## config.mk

```make
export PLATFORM = sky130hd
export DESIGN_NAME = spuAdsrVoice
export DESIGN_NICKNAME = d
export VERILOG_FILES = /design/src/spuAdsrPkg.sv /design/src/adsrRateIf.sv /design/src/adsrCycleCount.sv /design/src/adsrSequencer.sv /design/src/spuAdsrVoice.sv
export VERILOG_INCLUDE_DIRS = /design/src /design/src/src
export SDC_FILE = /design/constraint.sdc
export NUM_CORES = 1
export LEC_CHECK = 0
export BUFFER_PORTS_ARGS = -buffer_cell sky130_fd_sc_hd__buf_2
export CORE_AREA = 2 2 175 177
export CTS_BUF_LIST = sky130_fd_sc_hd__clkbuf_8
export DETAILED_ROUTE_END_ITERATION = 7
export DIE_AREA = 0 0 177 179
export HOLD_SLACK_MARGIN = 0.03
export SYNTH_ARGS = -nofsm -noshare
export SYNTH_HDL_FRONTEND = slang
export SYNTH_SLANG_ARGS = --single-unit
```

## constraint.sdc

```tcl
create_clock -name i_clk -period 17.55 [get_ports i_clk]
set_clock_uncertainty 0.05 [all_clocks]
set_input_delay 2.6325 -clock i_clk [delete_from_list [all_inputs] [get_ports i_clk]]
set_output_delay 2.6325 -clock i_clk [all_outputs]
set_load 0.005 [all_outputs]
```

## src/spuAdsr_defines.svh

```systemverilog
`ifndef SPU_ADSR_DEFINES_SVH
`define SPU_ADSR_DEFINES_SVH

// Envelope level, unsigned 0..7FFFh
`define ADSR_LEVEL_W   15
`define ADSR_LEVEL_MAX 15'h7FFF

// Exponential increase slows down by 4 above this level
`define ADSR_EXP_KNEE  15'h6000

// Tick wait length, up to 2^20 times 4
`define ADSR_CYCLE_W   23

// Rate request fields
`define ADSR_SHIFT_W   5
`define ADSR_STEP_W    4

`endif

```

## src/spuAdsrPkg.sv

```systemverilog
package spuAdsrPkg;

	// ----------------------------------------------------------------------
	// Configuration word layout (i_adsrConfig)
	// ----------------------------------------------------------------------
	//   [31]    sustain exponential flag
	//   [30]    sustain direction, 0 increase / 1 decrease
	//   [29]    unused
	//   [28:24] sustain shift
	//   [23:22] sustain step
	//   [21]    release exponential flag
	//   [20:16] release shift
	//   [15]    attack exponential flag
	//   [14:10] attack shift
	//   [9:8]   attack step
	//   [7:4]   decay shift, scaled by 4 when used
	//   [3:0]   sustain level, threshold (n+1) * 800h

	// Envelope phase
	typedef enum logic [2:0] {
		OFF     = 3'd0,
		ATTACK  = 3'd1,
		DECAY   = 3'd2,
		SUSTAIN = 3'd3,
		RELEASE = 3'd4
	} adsrPhase_t;

	// Level direction for the current phase
	typedef enum logic {
		INCREASE = 1'b0,
		DECREASE = 1'b1
	} rateDir_t;

endpackage

```

## src/adsrRateIf.sv

```systemverilog
`timescale 1ns/1ps
`include "spuAdsr_defines.svh"

interface adsrRateIf;
	import spuAdsrPkg::*;

	// Request side, from the sequencer
	logic        [`ADSR_SHIFT_W-1:0] envShift;
	logic signed [`ADSR_STEP_W-1:0]  envStep;
	logic        [`ADSR_LEVEL_W-1:0] adsrLevel;
	rateDir_t                        rateDir;
	logic                            shift2ExpIncr;
	logic                            step2ExpDecr;

	// Result side, same cycle
	logic        [`ADSR_CYCLE_W-1:0] cycleCount;
	logic signed [`ADSR_LEVEL_W-1:0] adsrStep;

	modport seq (output envShift, envStep, adsrLevel, rateDir, shift2ExpIncr, step2ExpDecr,
		input cycleCount, adsrStep);

	modport calc (input envShift, envStep, adsrLevel, rateDir, shift2ExpIncr, step2ExpDecr,
		output cycleCount, adsrStep);

endinterface

```

## src/adsrCycleCount.sv

```systemverilog
`timescale 1ns/1ps
`include "spuAdsr_defines.svh"

module adsrCycleCount (
	adsrRateIf.calc io_rate
);
	import spuAdsrPkg::*;

	logic        [3:0]  shAmt;
	logic signed [4:0]  st1;
	logic signed [6:0]  st2;
	logic signed [10:0] st3;
	logic signed [18:0] st4;
	logic signed [`ADSR_LEVEL_W-1:0] stepLin;
	logic signed [29:0] stepProd;
	logic signed [29:0] stepBiased;
	logic signed [29:0] stepQuot;
	logic        [20:0] baseCount;
	logic               expDecr;
	logic               expIncr;

	// Mode flags only count for the matching direction
	assign expDecr = io_rate.step2ExpDecr && (io_rate.rateDir == DECREASE);
	assign expIncr = io_rate.shift2ExpIncr && (io_rate.rateDir == INCREASE);

	// ----------------------------------------------------------------------
	// Step computation
	// ----------------------------------------------------------------------

	// Left shift is 11 - shift, floored at 0
	always_comb begin
		if (io_rate.envShift > 5'd11) begin
			shAmt = 4'd0;
		end else begin
			shAmt = 4'd11 - io_rate.envShift[3:0];
		end
	end

	// Barrel shift in 1/2/4/8 stages, sign filled
	assign st1 = shAmt[0] ? {io_rate.envStep, 1'b0} : {io_rate.envStep[3], io_rate.envStep};
	assign st2 = shAmt[1] ? {st1, 2'b00} : {{2{st1[4]}}, st1};
	assign st3 = shAmt[2] ? {st2, 4'b0000} : {{4{st2[6]}}, st2};
	assign st4 = shAmt[3] ? {st3, 8'h00} : {{8{st3[10]}}, st3};

	// Max shift 11 on a 4-bit step fits 15 bits
	assign stepLin = st4[`ADSR_LEVEL_W-1:0];

	// Level scaled step, level as positive signed
	assign stepProd = stepLin * $signed({1'b0, io_rate.adsrLevel});

	// Divide by 8000h toward zero
	// Negative values get a bias of 7FFFh before the arithmetic shift
	assign stepBiased = stepProd + (stepProd[29] ? 30'sd32767 : 30'sd0);
	assign stepQuot   = stepBiased >>> 15;

	assign io_rate.adsrStep = expDecr ? stepQuot[`ADSR_LEVEL_W-1:0] : stepLin;

	// ----------------------------------------------------------------------
	// Wait length in ticks
	// ----------------------------------------------------------------------

	// 1 up to shift 11, then doubling per step
	always_comb begin
		if (io_rate.envShift <= 5'd11) begin
			baseCount = 21'd1;
		end else begin
			baseCount = 21'd1 << (io_rate.envShift - 5'd11);
		end
	end

	// Knee above 6000h waits four times longer
	assign io_rate.cycleCount = expIncr ? {baseCount, 2'b00} : {2'b00, baseCount};

endmodule

```

## src/adsrSequencer.sv

```systemverilog
`timescale 1ns/1ps
`include "spuAdsr_defines.svh"

module adsrSequencer (
	input  logic                      i_clk,
	input  logic                      i_arstN,
	input  logic                      i_keyOn,
	input  logic                      i_keyOff,
	input  logic                      i_sampleTick,
	input  logic [31:0]               i_adsrConfig,
	adsrRateIf.seq                    io_rate,
	output logic [`ADSR_LEVEL_W-1:0]  o_adsrLevel,
	output spuAdsrPkg::adsrPhase_t    o_phase
);
	import spuAdsrPkg::*;

	localparam logic [`ADSR_CYCLE_W-1:0] CNT_ONE = 1;

	// Configuration fields
	logic       attackExp;
	logic [4:0] attackShift;
	logic [1:0] attackStep;
	logic [3:0] decayShift;
	logic [3:0] sustainLevel;
	logic       sustainExp;
	logic       sustainDec;
	logic [4:0] sustainShift;
	logic [1:0] sustainStep;
	logic       releaseExp;
	logic [4:0] releaseShift;

	// State
	adsrPhase_t                phaseQ;
	adsrPhase_t                phaseNext;
	logic [`ADSR_CYCLE_W-1:0]  countQ;
	logic [`ADSR_LEVEL_W-1:0]  levelQ;

	// Rate request
	logic [5:0]                decayShiftX4;
	logic                      reqExp;
	rateDir_t                  reqDir;

	// Level update
	logic signed [16:0]        levelSum;
	logic [`ADSR_LEVEL_W-1:0]  levelNew;
	logic [4:0]                sustainUnits;
	logic [15:0]               sustainThresh;

	assign attackExp    = i_adsrConfig[15];
	assign attackShift  = i_adsrConfig[14:10];
	assign attackStep   = i_adsrConfig[9:8];
	assign decayShift   = i_adsrConfig[7:4];
	assign sustainLevel = i_adsrConfig[3:0];
	assign sustainExp   = i_adsrConfig[31];
	assign sustainDec   = i_adsrConfig[30];
	assign sustainShift = i_adsrConfig[28:24];
	assign sustainStep  = i_adsrConfig[23:22];
	assign releaseExp   = i_adsrConfig[21];
	assign releaseShift = i_adsrConfig[20:16];

	// ----------------------------------------------------------------------
	// Rate request per phase
	// ----------------------------------------------------------------------

	// Decay shift times 4, saturated to the 5-bit range
	assign decayShiftX4 = {decayShift, 2'b00};

	always_comb begin
		io_rate.envShift = 5'd0;
		io_rate.envStep  = 4'sd0;
		reqExp           = 1'b0;
		reqDir           = INCREASE;
		case (phaseQ)
			ATTACK: begin
				io_rate.envShift = attackShift;
				io_rate.envStep  = 4'sd7 - $signed({2'b00, attackStep});
				reqExp           = attackExp;
			end
			DECAY: begin
				io_rate.envShift = decayShiftX4[5] ? 5'd31 : decayShiftX4[4:0];
				io_rate.envStep  = -4'sd8;
				reqExp           = 1'b1;
				reqDir           = DECREASE;
			end
			SUSTAIN: begin
				io_rate.envShift = sustainShift;
				reqExp           = sustainExp;
				if (sustainDec) begin
					io_rate.envStep = -4'sd8 + $signed({2'b00, sustainStep});
					reqDir          = DECREASE;
				end else begin
					io_rate.envStep = 4'sd7 - $signed({2'b00, sustainStep});
				end
			end
			RELEASE: begin
				io_rate.envShift = releaseShift;
				io_rate.envStep  = -4'sd8;
				reqExp           = releaseExp;
				reqDir           = DECREASE;
			end
			default: begin
				// OFF requests nothing
				reqExp = 1'b0;
			end
		endcase
	end

	assign io_rate.rateDir       = reqDir;
	assign io_rate.adsrLevel     = levelQ;
	assign io_rate.shift2ExpIncr = reqExp && (reqDir == INCREASE) && (levelQ > `ADSR_EXP_KNEE);
	assign io_rate.step2ExpDecr  = reqExp && (reqDir == DECREASE);

	// ----------------------------------------------------------------------
	// Level update and phase transitions
	// ----------------------------------------------------------------------

	assign levelSum = $signed({2'b00, levelQ}) + io_rate.adsrStep;

	// Clamp to 0..7FFFh
	always_comb begin
		if (levelSum[16]) begin
			levelNew = '0;
		end else if (levelSum[15]) begin
			levelNew = `ADSR_LEVEL_MAX;
		end else begin
			levelNew = levelSum[`ADSR_LEVEL_W-1:0];
		end
	end

	// Sustain threshold (n+1) * 800h
	assign sustainUnits  = {1'b0, sustainLevel} + 5'd1;
	assign sustainThresh = {sustainUnits, 11'd0};

	always_comb begin
		phaseNext = phaseQ;
		case (phaseQ)
			ATTACK:  if (levelNew == `ADSR_LEVEL_MAX) phaseNext = DECAY;
			DECAY:   if ({1'b0, levelNew} <= sustainThresh) phaseNext = SUSTAIN;
			RELEASE: if (levelNew == '0) phaseNext = OFF;
			default: phaseNext = phaseQ;
		endcase
	end

	always_ff @(posedge i_clk or negedge i_arstN) begin
		if (!i_arstN) begin
			phaseQ <= OFF;
			countQ <= '0;
			levelQ <= '0;
		end else if (i_keyOn) begin
			// Key-on wins over key-off
			phaseQ <= ATTACK;
			countQ <= CNT_ONE;
			levelQ <= '0;
		end else if (i_keyOff && (phaseQ != OFF)) begin
			phaseQ <= RELEASE;
			countQ <= CNT_ONE;
		end else if (i_sampleTick) begin
			if (countQ > CNT_ONE) begin
				countQ <= countQ - CNT_ONE;
			end else if (phaseQ != OFF) begin
				// Reload from the pre-update level
				levelQ <= levelNew;
				countQ <= io_rate.cycleCount;
				phaseQ <= phaseNext;
			end
		end
	end

	assign o_adsrLevel = levelQ;
	assign o_phase     = phaseQ;

endmodule

```

## src/spuAdsrVoice.sv

```systemverilog
`timescale 1ns/1ps
`include "spuAdsr_defines.svh"

module spuAdsrVoice (
	input  logic                      i_clk,
	input  logic                      i_arstN,
	input  logic                      i_keyOn,
	input  logic                      i_keyOff,
	input  logic                      i_sampleTick,
	input  logic [31:0]               i_adsrConfig,
	output logic [`ADSR_LEVEL_W-1:0]  o_adsrLevel,
	output spuAdsrPkg::adsrPhase_t    o_phase
);

	// ----------------------------------------------------------------------
	// Rate request bus between sequencer and rate block
	// ----------------------------------------------------------------------
	adsrRateIf rateBus ();

	// Phase FSM, countdown and level register
	adsrSequencer uSequencer (
		.i_clk        (i_clk),
		.i_arstN      (i_arstN),
		.i_keyOn      (i_keyOn),
		.i_keyOff     (i_keyOff),
		.i_sampleTick (i_sampleTick),
		.i_adsrConfig (i_adsrConfig),
		.io_rate      (rateBus.seq),
		.o_adsrLevel  (o_adsrLevel),
		.o_phase      (o_phase)
	);

	// Zero latency step and wait length
	adsrCycleCount uCycleCount (
		.io_rate (rateBus.calc)
	);

endmodule

```

==> results of run 1 <==
-- cells by family (layout without fill, tap and decap cells) --
group	after synthesis	count (layout)	share of synthesized area [%]
flip-flops	41	41	7.72
AO/OA/AOI/OAI	347	347	17.6
AND/OR/NAND/NOR	582	582	21.9
buffers and inverters	309	435	8.99
XOR/XNOR	64	64	4.47
adder cells (fa/ha/maj)	309	309	38.6
multiplexers	9	9	0.715
-- routing by layer --
| metal | up-vias | part of all wire, % |
|---|---|---|
| met1 | 6027 | 45 |
| li1 | 5826 | - |
| met2 | 352 | 48 |
| met4 | 0 | 2.0 |
| met5 | - | 0 |
| met3 | 55 | 5.6 |
-- critical path, delay by kind of cell --
| family | cells | cell delay [ps] |
|---|---|---|
| buf+inv | 14 | 1570 |
| fa+ha+maj | 11 | 4120 |
| compound gates | 29 | 5210 |
| simple gates | 14 | 2730 |
| mux | 1 | 200 |
| xor+xnor | 3 | 580 |
-- final cells by class --
type / instances / area [um^2] / share of cell area (%)
multi-input combinational: 1311 / 11300 / 74.7
timing repair buffer: 197 / 1350 / 8.95
sequential: 41 / 1030 / 6.78
inverter: 230 / 863 / 5.71
tap: 396 / 495 / 3.28
clock buffer: 5 / 68.8 / 0.455
clock inverter: 3 / 17.5 / 0.116
-- through the flow --
step	setup WS [ps]	instances	hold WS [ps]	setup TNS (ps)
5_1_grt	-87.8	2183	499	-151
4_1_cts	17.4	2168	461	0
3_5_place_dp	-434	2158	442	-1180
2_1_floorplan	455	1661	413	0
6_report	614	2183	466	0
3_3_place_gp	-219	2158	440	-525
-- layout by cell type, fill, tap and decap left out, types with 13 or more instances in the layout --
master    instances
nand3_1          31
dfrtp_1          41
o211ai_1         17
a21o_1           21
buf_4           142
nor4_1           13
nand2_1         190
buf_2            53
nor3_1           41
xor2_1           21
inv_1           226
fa_1            167
nor2_1          100
nand2b_1         13
a31oi_1          13
a211oi_1         18
xnor2_1          38
a21oi_1          84
and2_1          102
o21ai_0          68
ha_1            138
-- timing repair --
action | in CTS | in global routing
gates resized for setup | 5 | 51
setup endpoints to repair | 3 | 3
buffers inserted | 2 | 15
gates cloned | 0 | 0
pin swaps | 2 | 26
-- how the worst min path moves through the flow --
stage                         start                   end  slack (ps)  cells after the start
6_report       uSequencer.countQ[8]  uSequencer.countQ[8]         470                      2
4_1_cts        uSequencer.countQ[8]  uSequencer.countQ[8]         460                      2
5_1_grt        uSequencer.countQ[8]  uSequencer.countQ[8]         500                      2
3_3_place_gp   uSequencer.countQ[8]  uSequencer.countQ[8]         440                      2
3_5_place_dp   uSequencer.countQ[8]  uSequencer.countQ[8]         440                      2
2_1_floorplan  uSequencer.countQ[8]  uSequencer.countQ[8]         410                      2
-- sequential cells by signal (all words and copies together) (netlist names) --
register	count
uSequencer.io_rate.adsrLevel	15
uSequencer.countQ	23
uSequencer.o_phase	3
==> summary.txt, run 1 <==
Timing
  • Maximum clock frequency: 0.0590 GHz
  • Max-slew violations: 0
  • Worst slew pin tran: 1170 ps
  • Final Hold Vio Count: 0
  • Relative slew slack: 21.3%
  • Setup violations, final: 0
  • Min cycle time layout: 16,940 ps
  • Fin crit share: 96.5%

Placed design
  • Routability Congestion: 0.900
  • Detailed Place HPWL: 30.5 mm
  • Dpl cell area: 0.0147 mm^2
  • IO Port Bufs: 53

Yosys
  • Post-synth top area share: 25.4%
  • Post-synth top flop: dfrtp_1
  • Async S/R FF share, synth: 100%
  • Gate Count Post-Synth: 1,661
  • Yosys top cell by area: fa_1
  • Synth Area per Inst: 8.00 um^2
  • Syn_nets: 2,007
  • Number of synthesized flops with an enable pin: 0
  • Netlist cell types: 93
  • Cell with the most instances after synthesis: inv_1
  • Register bit total from synthesis: 41
  • Seq/Total Area, Yosys: 7.72%
  • Synth top area cells: fa_1, ha_1, dfrtp_1, inv_1, nand2_1
  • Top cells by count, synth: inv_1, nand2_1, fa_1, ha_1
  • Yosys Warn Count: 0
  • Synthesized area: 0.0133 mm^2

Critical path
  • Worst reg2reg path depth: 71
  • Worst setup path start: i_adsrConfig[7]
  • Reg2reg start: uSequencer.o_phase[0]
  • R2R setup slack: 2070 ps
  • Critical path type: input pin to flip-flop
  • Crit-path slowest cell: fa_1
  • Critical Path End: uSequencer.o_phase[0]
  • CP required: 17,710 ps
  • Slowest stage delay, CP: 540 ps
  • Crit path max fanout: 8
  • Setup crit end kind: flip-flop
  • Startpoint type of the worst setup path: input pin
  • Crit path DAT: 17,100 ps
  • RR Endpoint: uSequencer.o_phase[0]

Floorplanning
  • Ports: 55
  • Starting Density: 44.3%
  • Die area: 0.0317 mm^2
  • Core area: 0.0300 mm^2
  • # rows: 64
  • Die X: 177 um
  • Die height: 179 um

Drt
  • DR vias: 12,260
  • Residual DRC count: 0
  • Drt first pass iters: 5
  • DRT Wirelength: 38.1 mm
  • DR vias/cell: 5.62
  • Wire per inst: 17.5 um
  • Iter 0 DRT Violations: 702
  • Post-route ant nets: 0

Clock tree
  • Maximum buffer depth of the clock tree: 2
  • Inserted Clock Buffers: 5
  • Total clock sinks: 41
  • Hold_buf cts: 0
  • CTS tree: yes
  • Clock Latency Late Sink: 300 ps
  • Worst-path clk slew: 90 ps
  • CTS root buf: clkbuf_8
  • H-tree depth: 2

Global route
  • Grt ovf: 0
  • Grt peak-use layer: met2
  • Pin count of the biggest net entering global routing: 42
  • Routing usage on met2: 42.4%
  • GR Layer Usage met3: 2.63%
  • Met1 Use GR: 32.8%
  • GRT Total Usage: 24.5%
  • Number of global-route vias before repair: 12,387
  • Initial antenna violation count: 0
  • First-pass GRT wire length: 62.4 mm

Flow run
  • Max-Cap Viols: 0

Worst hold path
  • Hold WC Path Type: flip-flop to flip-flop

Layout
  • Final net count: 2,132
  • Fin area: 0.0151 mm^2
  • Fillcell total: 2,953
  • Antenna cells: 0
  • Layout area overhead: 13.8%
  • Share of cells above drive strength 1: 15.8%
  • Final Util: 50.4%

Status
  • Status: finished clean
Power of run 1 is left out: the tool's default activity adds up to more than one toggle a clock period on the data nets, which glitch-free logic cannot reach.
==> run 2: changes to the inputs <==
REMOVE_ABC_BUFFERS = 1   (was not set)
==> run 2 against run 1 <==
Non-clock buffer count unchanged. First-iteration DRC count increased by 4.0%. Global-route usage decreased by 0.80 points. Maximum frequency decreased by 0.35%. Setup slack got worse by 59 ps. Clock-buffer cell count unchanged. Sequential cell count unchanged. Final area increased by 0.21%.
==> summary.txt, run 2 (synthesis results as in run 1) <==
Floorplanning
  • Ports: 55 (unchanged)
  • Die height: 179 um (unchanged)
  • # rows: 64 (unchanged)
  • Starting Density: 44.3% (unchanged)
  • Core area: 0.0300 mm^2 (unchanged)
  • Die X: 177 um (unchanged)
  • Die area: 0.0317 mm^2 (unchanged)

Worst hold path
  • Hold WC Path Type: flip-flop to flip-flop

Layout
  • Layout area overhead: 14.0%
  • Fillcell total: 2,958 (+0.17%)
  • Reg with most FFs: uSequencer.countQ
  • Most common cell after layout, fill and taps aside: inv_1
  • Multi-input logic area: 0.0113 mm^2 (unchanged)
  • Register Area: 0.00103 mm^2 (unchanged)
  • Final Util: 50.5% (+0.11 points)
  • Max reg flops: 23 (unchanged)
  • Fin cells: 2,184 (+0.046%)
  • Most frequent cells in the layout: inv_1, nand2_1, fa_1
  • Final net count: 2,132 (unchanged)
  • Share of cells above drive strength 1: 15.8% (unchanged)

Clock tree
  • Hold_buf cts: 0 (unchanged)
  • Worst-path clk slew: 80 ps (about the same)
  • Clock Latency Late Sink: 300 ps (about the same)
  • Total clock sinks: 41 (unchanged)
  • CTS root buf: clkbuf_8
  • Maximum buffer depth of the clock tree: 2 (unchanged)
  • H-tree depth: 2 (unchanged)
  • CTS tree: yes
  • Inserted Clock Buffers: 5 (unchanged)

Critical path
  • Delay-heaviest family, CP: adder cells
  • Crit-path slowest cell: fa_1
  • Startpoint type of the worst setup path: input pin
  • Crit path max fanout: 13 (+5)
  • Most used cell, CP: buf_4
  • Slowest stage delay, CP: 570 ps (+30 ps)
  • CP required: 17,720 ps (about the same)
  • Crit path DAT: 17,170 ps (+70 ps)
  • Critical path type: input pin to flip-flop
  • Buf/Inv on CP: 14 (unchanged)
  • Setup crit end kind: flip-flop

Drt
  • Post-route ant nets: 0 (unchanged)
  • DR vias: 12,341 (+0.66%)
  • Iter 0 DRT Violations: 730 (+4.0%)
  • Residual DRC count: 0 (unchanged)
  • Drt first pass iters: 5 (unchanged)
  • DR vias/cell: 5.65 (+0.61%)
  • Wire per inst: 17.3 um (-0.91%)
  • DRT Wirelength: 37.8 mm (-0.87%)

Global route
  • Pin count of the biggest net entering global routing: 42 (unchanged)
  • First-pass GRT wire length: 60.8 mm (-2.6%)
  • Grt ovf: 0 (unchanged)
  • GRT Total Usage: 23.7% (-0.80 points)
  • Initial antenna violation count: 0 (unchanged)
  • Number of global-route vias before repair: 11,904 (-3.9%)

Timing
  • Setup violations, final: 0 (unchanged)
  • Max-slew violations: 0 (unchanged)
  • Final Hold Vio Count: 0 (unchanged)
  • Relative slew slack: 21.0% (-0.32 points)
  • Maximum clock frequency: 0.0588 GHz (-0.35%)
  • Fin crit share: 96.8% (+0.34 points)
  • RSZ-0062 raised after global routing: yes
  • Min cycle time layout: 17,000 ps (+59.2 ps)
  • Worst slew pin tran: 1180 ps (+4.82 ps)

Flow run
  • Max-Cap Viols: 0 (unchanged)

Placed design
  • Routability Congestion: 0.887 (-1.4%)
  • IO Port Bufs: 53 (unchanged)
  • Detailed Place HPWL: 30.3 mm (-0.70%)
  • Dpl cells: 2,167 (+0.42%)

Status
  • Status: finished clean
==> run 2: changes by cell type in the layout (fill, tap and decap cells not counted), sizes merged <==
cell	before	now
inv	230	231
diode	0	1
clkinv	2	1
bufinv	0	1
clkinvlp	1	0
==> run 2: tightest hold or removal path, delay by kind of cell (launching register included) <==
family / cells / cell delay [ps]
AO/OA/AOI/OAI: 2 / 140
flip-flops: 1 / 350
==> run 2: final timing paths <==
| check | startpoint | cells past startpoint | endpoint | slack (ps) |
|---|---|---|---|---|
| worst max-delay path | i_adsrConfig[7] | 71 | uSequencer.o_phase[0] | 550 |
| worst min-delay path | uSequencer.countQ[5] | 2 | uSequencer.countQ[5] | 480 |
| worst max register to register | uSequencer.o_phase[1] | 71 | uSequencer.o_phase[0] | 1570 |
| worst min register to register | uSequencer.countQ[5] | 2 | uSequencer.countQ[5] | 480 |
| max in group asynchronous | i_arstN | 1 | uSequencer.io_rate.adsrLevel[8] | 14410 |
| min in group asynchronous | i_arstN | 1 | uSequencer.countQ[19] | 2440 |
==> run 2: what timing repair did <==
item                       CTS  global route
pin swaps                    0            29
gates resized for setup      3            56
setup endpoints to repair    3             3
setup buffers                0             8
==> run 2: layer usage <==
| layer | share of wire [%] | routed length (um) | track usage (%) |
|---|---|---|---|
| met5 | 0 | 0 | 0 |
| met1 | 47 | 17600 | 33.7 |
| met4 | 2.0 | 739 | 4.92 |
| met2 | 47 | 17800 | 39.4 |
| met3 | 4.4 | 1660 | 2.12 |
==> run 2: area by class of cell <==
type	count	area share, %
multi-input combinational	1311	74.6
timing repair buffer	197	8.96
sequential	41	6.77
inverter	230	5.69
tap	396	3.27
clock buffer	5	0.454
clock inverter	3	0.289
antenna	1	0.0165
==> run 2: metrics by stage <==
step	area [um^2]	setup WS, ps	setup TNS, ps	hold slack [ps]
2_1_floorplan	13000	55.6	0	413
3_3_place_gp	14800	-173	-389	438
3_5_place_dp	14800	-313	-786	462
4_1_cts	14900	103	0	489
5_1_grt	15200	-54.0	-67.4	513
6_report	15200	555	0	484
Power of run 2 is left out for the same reason.
==> run 3: changes to the inputs <==
CORE_AREA = 2 2 186 188   (was 2 2 175 177)
DIE_AREA = 0 0 188 190   (was 0 0 177 179)
MAX_ROUTING_LAYER = met4   (was not set)
PLACE_DENSITY = 0.62   (was not set)
==> run 3 against run 2 <==
Die area increased by 13%. Routed wire length decreased by 1.9%. Utilization decreased by 5.8 points. Hold slack got worse by 13 ps. Sequential cell count unchanged. Maximum frequency increased by 1.1%. Register-to-register slack improved by 280 ps. First-iteration DRC count increased by 19%. Sequential share of layout area about the same. Highest routed layer unchanged.
==> summary.txt, run 3 (synthesis results as in run 1) <==
Status
  • Status: finished clean

Critical path
  • Delay-heaviest family, CP: compound AO/OA/AOI/OAI gates
  • Startpoint type of the worst setup path: input pin
  • Critical path type: input pin to flip-flop
  • Crit-path slowest cell: fa_1
  • Buf/Inv on CP: 11 (-3)
  • Worst setup path start: i_adsrConfig[7]
  • CP Depth: 71 (unchanged)
  • Slowest stage delay, CP: 530 ps (-40 ps)
  • Worst reg2reg path depth: 70 (-1.4%)
  • Critical Path End: uSequencer.o_phase[0]
  • Setup crit end kind: flip-flop
  • R2R setup slack: 1850 ps (+280 ps)
  • Crit path max fanout: 7 (-6)
  • Reg2reg start: uSequencer.o_phase[1]
  • CP required: 17,740 ps (+20 ps)
  • Crit path DAT: 17,000 ps (-170 ps)
  • RR Endpoint: uSequencer.o_phase[0]

Clock tree
  • Worst-path clk slew: 90 ps (about the same)
  • Clock Latency Late Sink: 310 ps (about the same)
  • H-tree depth: 2 (unchanged)
  • Total clock sinks: 41 (unchanged)
  • Maximum buffer depth of the clock tree: 2 (unchanged)
  • CTS root buf: clkbuf_8
  • CTS tree: yes
  • Inserted Clock Buffers: 5 (unchanged)

Worst hold path
  • Hold Path Stages: 2 (unchanged)
  • Hold WC Path Type: flip-flop to flip-flop

Layout
  • Max reg flops: 23 (unchanged)
  • Share of cells above drive strength 1: 15.4% (-0.40 points)
  • Final net count: 2,126 (-0.28%)
  • Reg with most FFs: uSequencer.countQ
  • Antenna cells: 0 (-1)
  • Layout area overhead: 14.0% (about the same)
  • Most common cell after layout, fill and taps aside: inv_1
  • Most frequent cells in the layout: inv_1, nand2_1, fa_1

Drt
  • Wire per inst: 16.6 um (-4.2%)
  • DR vias/cell: 5.45 (-3.6%)
  • Residual DRC count: 0 (unchanged)
  • DR vias: 12,177 (-1.3%)
  • Iter 0 DRT Violations: 870 (+19%)
  • Drt first pass iters: 5 (unchanged)
  • DRT Wirelength: 37.1 mm (-1.9%)
  • Post-route ant nets: 0 (unchanged)

Global route
  • GRT Total Usage: 21.8% (-2.0 points)
  • Pin count of the biggest net entering global routing: 42 (unchanged)
  • Initial antenna violation count: 0 (unchanged)
  • Number of global-route vias before repair: 12,338 (+3.6%)
  • First-pass GRT wire length: 62.1 mm (+2.1%)
  • Grt ovf: 0 (unchanged)

Timing
  • Min cycle time layout: 16,810 ps (-188 ps)
  • Fin crit share: 95.8% (-1.1 points)
  • Setup violations, final: 0 (unchanged)
  • Max-slew violations: 0 (unchanged)
  • Relative slew slack: 26.0% (+5.0 points)
  • Post-route worst setup slack: 743 ps (+188 ps)
  • Setup Total Neg Slack: 0 ps (unchanged)
  • Worst slew pin tran: 1100 ps (-74.6 ps)
  • Final Hold Vio Count: 0 (unchanged)
  • Maximum clock frequency: 0.0595 GHz (+1.1%)

Floorplanning
  • Core area: 0.0339 mm^2 (+13%)
  • # rows: 68 (+6.3%)
  • Starting Density: 39.2% (-5.1 points)
  • Die X: 188 um (+6.2%)
  • Die height: 190 um (+6.1%)
  • Die area: 0.0357 mm^2 (+13%)
  • Ports: 55 (unchanged)

Flow run
  • Max-Cap Viols: 0 (unchanged)

Placed design
  • Detailed Place HPWL: 29.3 mm (-3.0%)
  • IO Port Bufs: 53 (unchanged)
  • Routability Congestion: 0.876 (-1.3%)
  • DP Worst Slack: -272 ps (+40.9 ps)
run 3: timing repair:
action,CTS,global route
gates resized for setup,7,47
hold buffers,0,0
setup endpoints to repair,2,3
setup buffers,1,14
pin swaps,3,37
run 3: metrics by stage:
stage	utilization, %	hold slack [ps]	cell area (um^2)	std cells
final	44.6	471	15200	2236
after global routing	44.6	540	15200	2236
after CTS	43.7	477	14800	2222
after detailed placement	43.4	451	14700	2213
after global placement	43.4	442	14700	2213
after floorplan	-	413	13000	1582
run 3: worst min path at each step:
| stage | startpoint | endpoint | slack [ps] |
|---|---|---|---|
| 2_1_floorplan | uSequencer.countQ[8] | uSequencer.countQ[8] | 410 |
| 3_3_place_gp | uSequencer.countQ[8] | uSequencer.countQ[8] | 440 |
| 3_5_place_dp | uSequencer.countQ[17] | uSequencer.countQ[17] | 450 |
| 4_1_cts | uSequencer.countQ[8] | uSequencer.countQ[8] | 480 |
| 5_1_grt | uSequencer.countQ[8] | uSequencer.countQ[8] | 540 |
| 6_report | uSequencer.countQ[8] | uSequencer.countQ[8] | 470 |
run 3: metal layers:
layer  track usage, %  part of all wire [%]
met2             35.6                    47
met3             2.51                   4.5
met5                -                     0
met1             29.5                    47
met4             3.73                   1.6
run 3: cell type report:
| class | count | area [um^2] |
|---|---|---|
| multi-input cells | 1311 | 11300 |
| clock inverters | 3 | 21.3 |
| inverters | 230 | 863 |
| flip-flops and latches | 41 | 1030 |
| repair buffers | 191 | 1320 |
| well taps | 455 | 569 |
| fillers | 3393 | 18800 |
| clock buffers | 5 | 68.8 |
run 3: worst reg2reg max path: cells and delay by family, from the launching register on:
| family | cells | cell delay (ps) |
|---|---|---|
| AND/OR/NAND/NOR | 12 | 2560 |
| AO/OA/AOI/OAI | 32 | 5610 |
| buffers and inverters | 11 | 1450 |
| XOR/XNOR | 4 | 730 |
| multiplexers | 1 | 200 |
| flip-flops | 1 | 890 |
| adder cells (fa/ha/maj) | 10 | 4110 |
Power of run 3 is left out for the same reason.
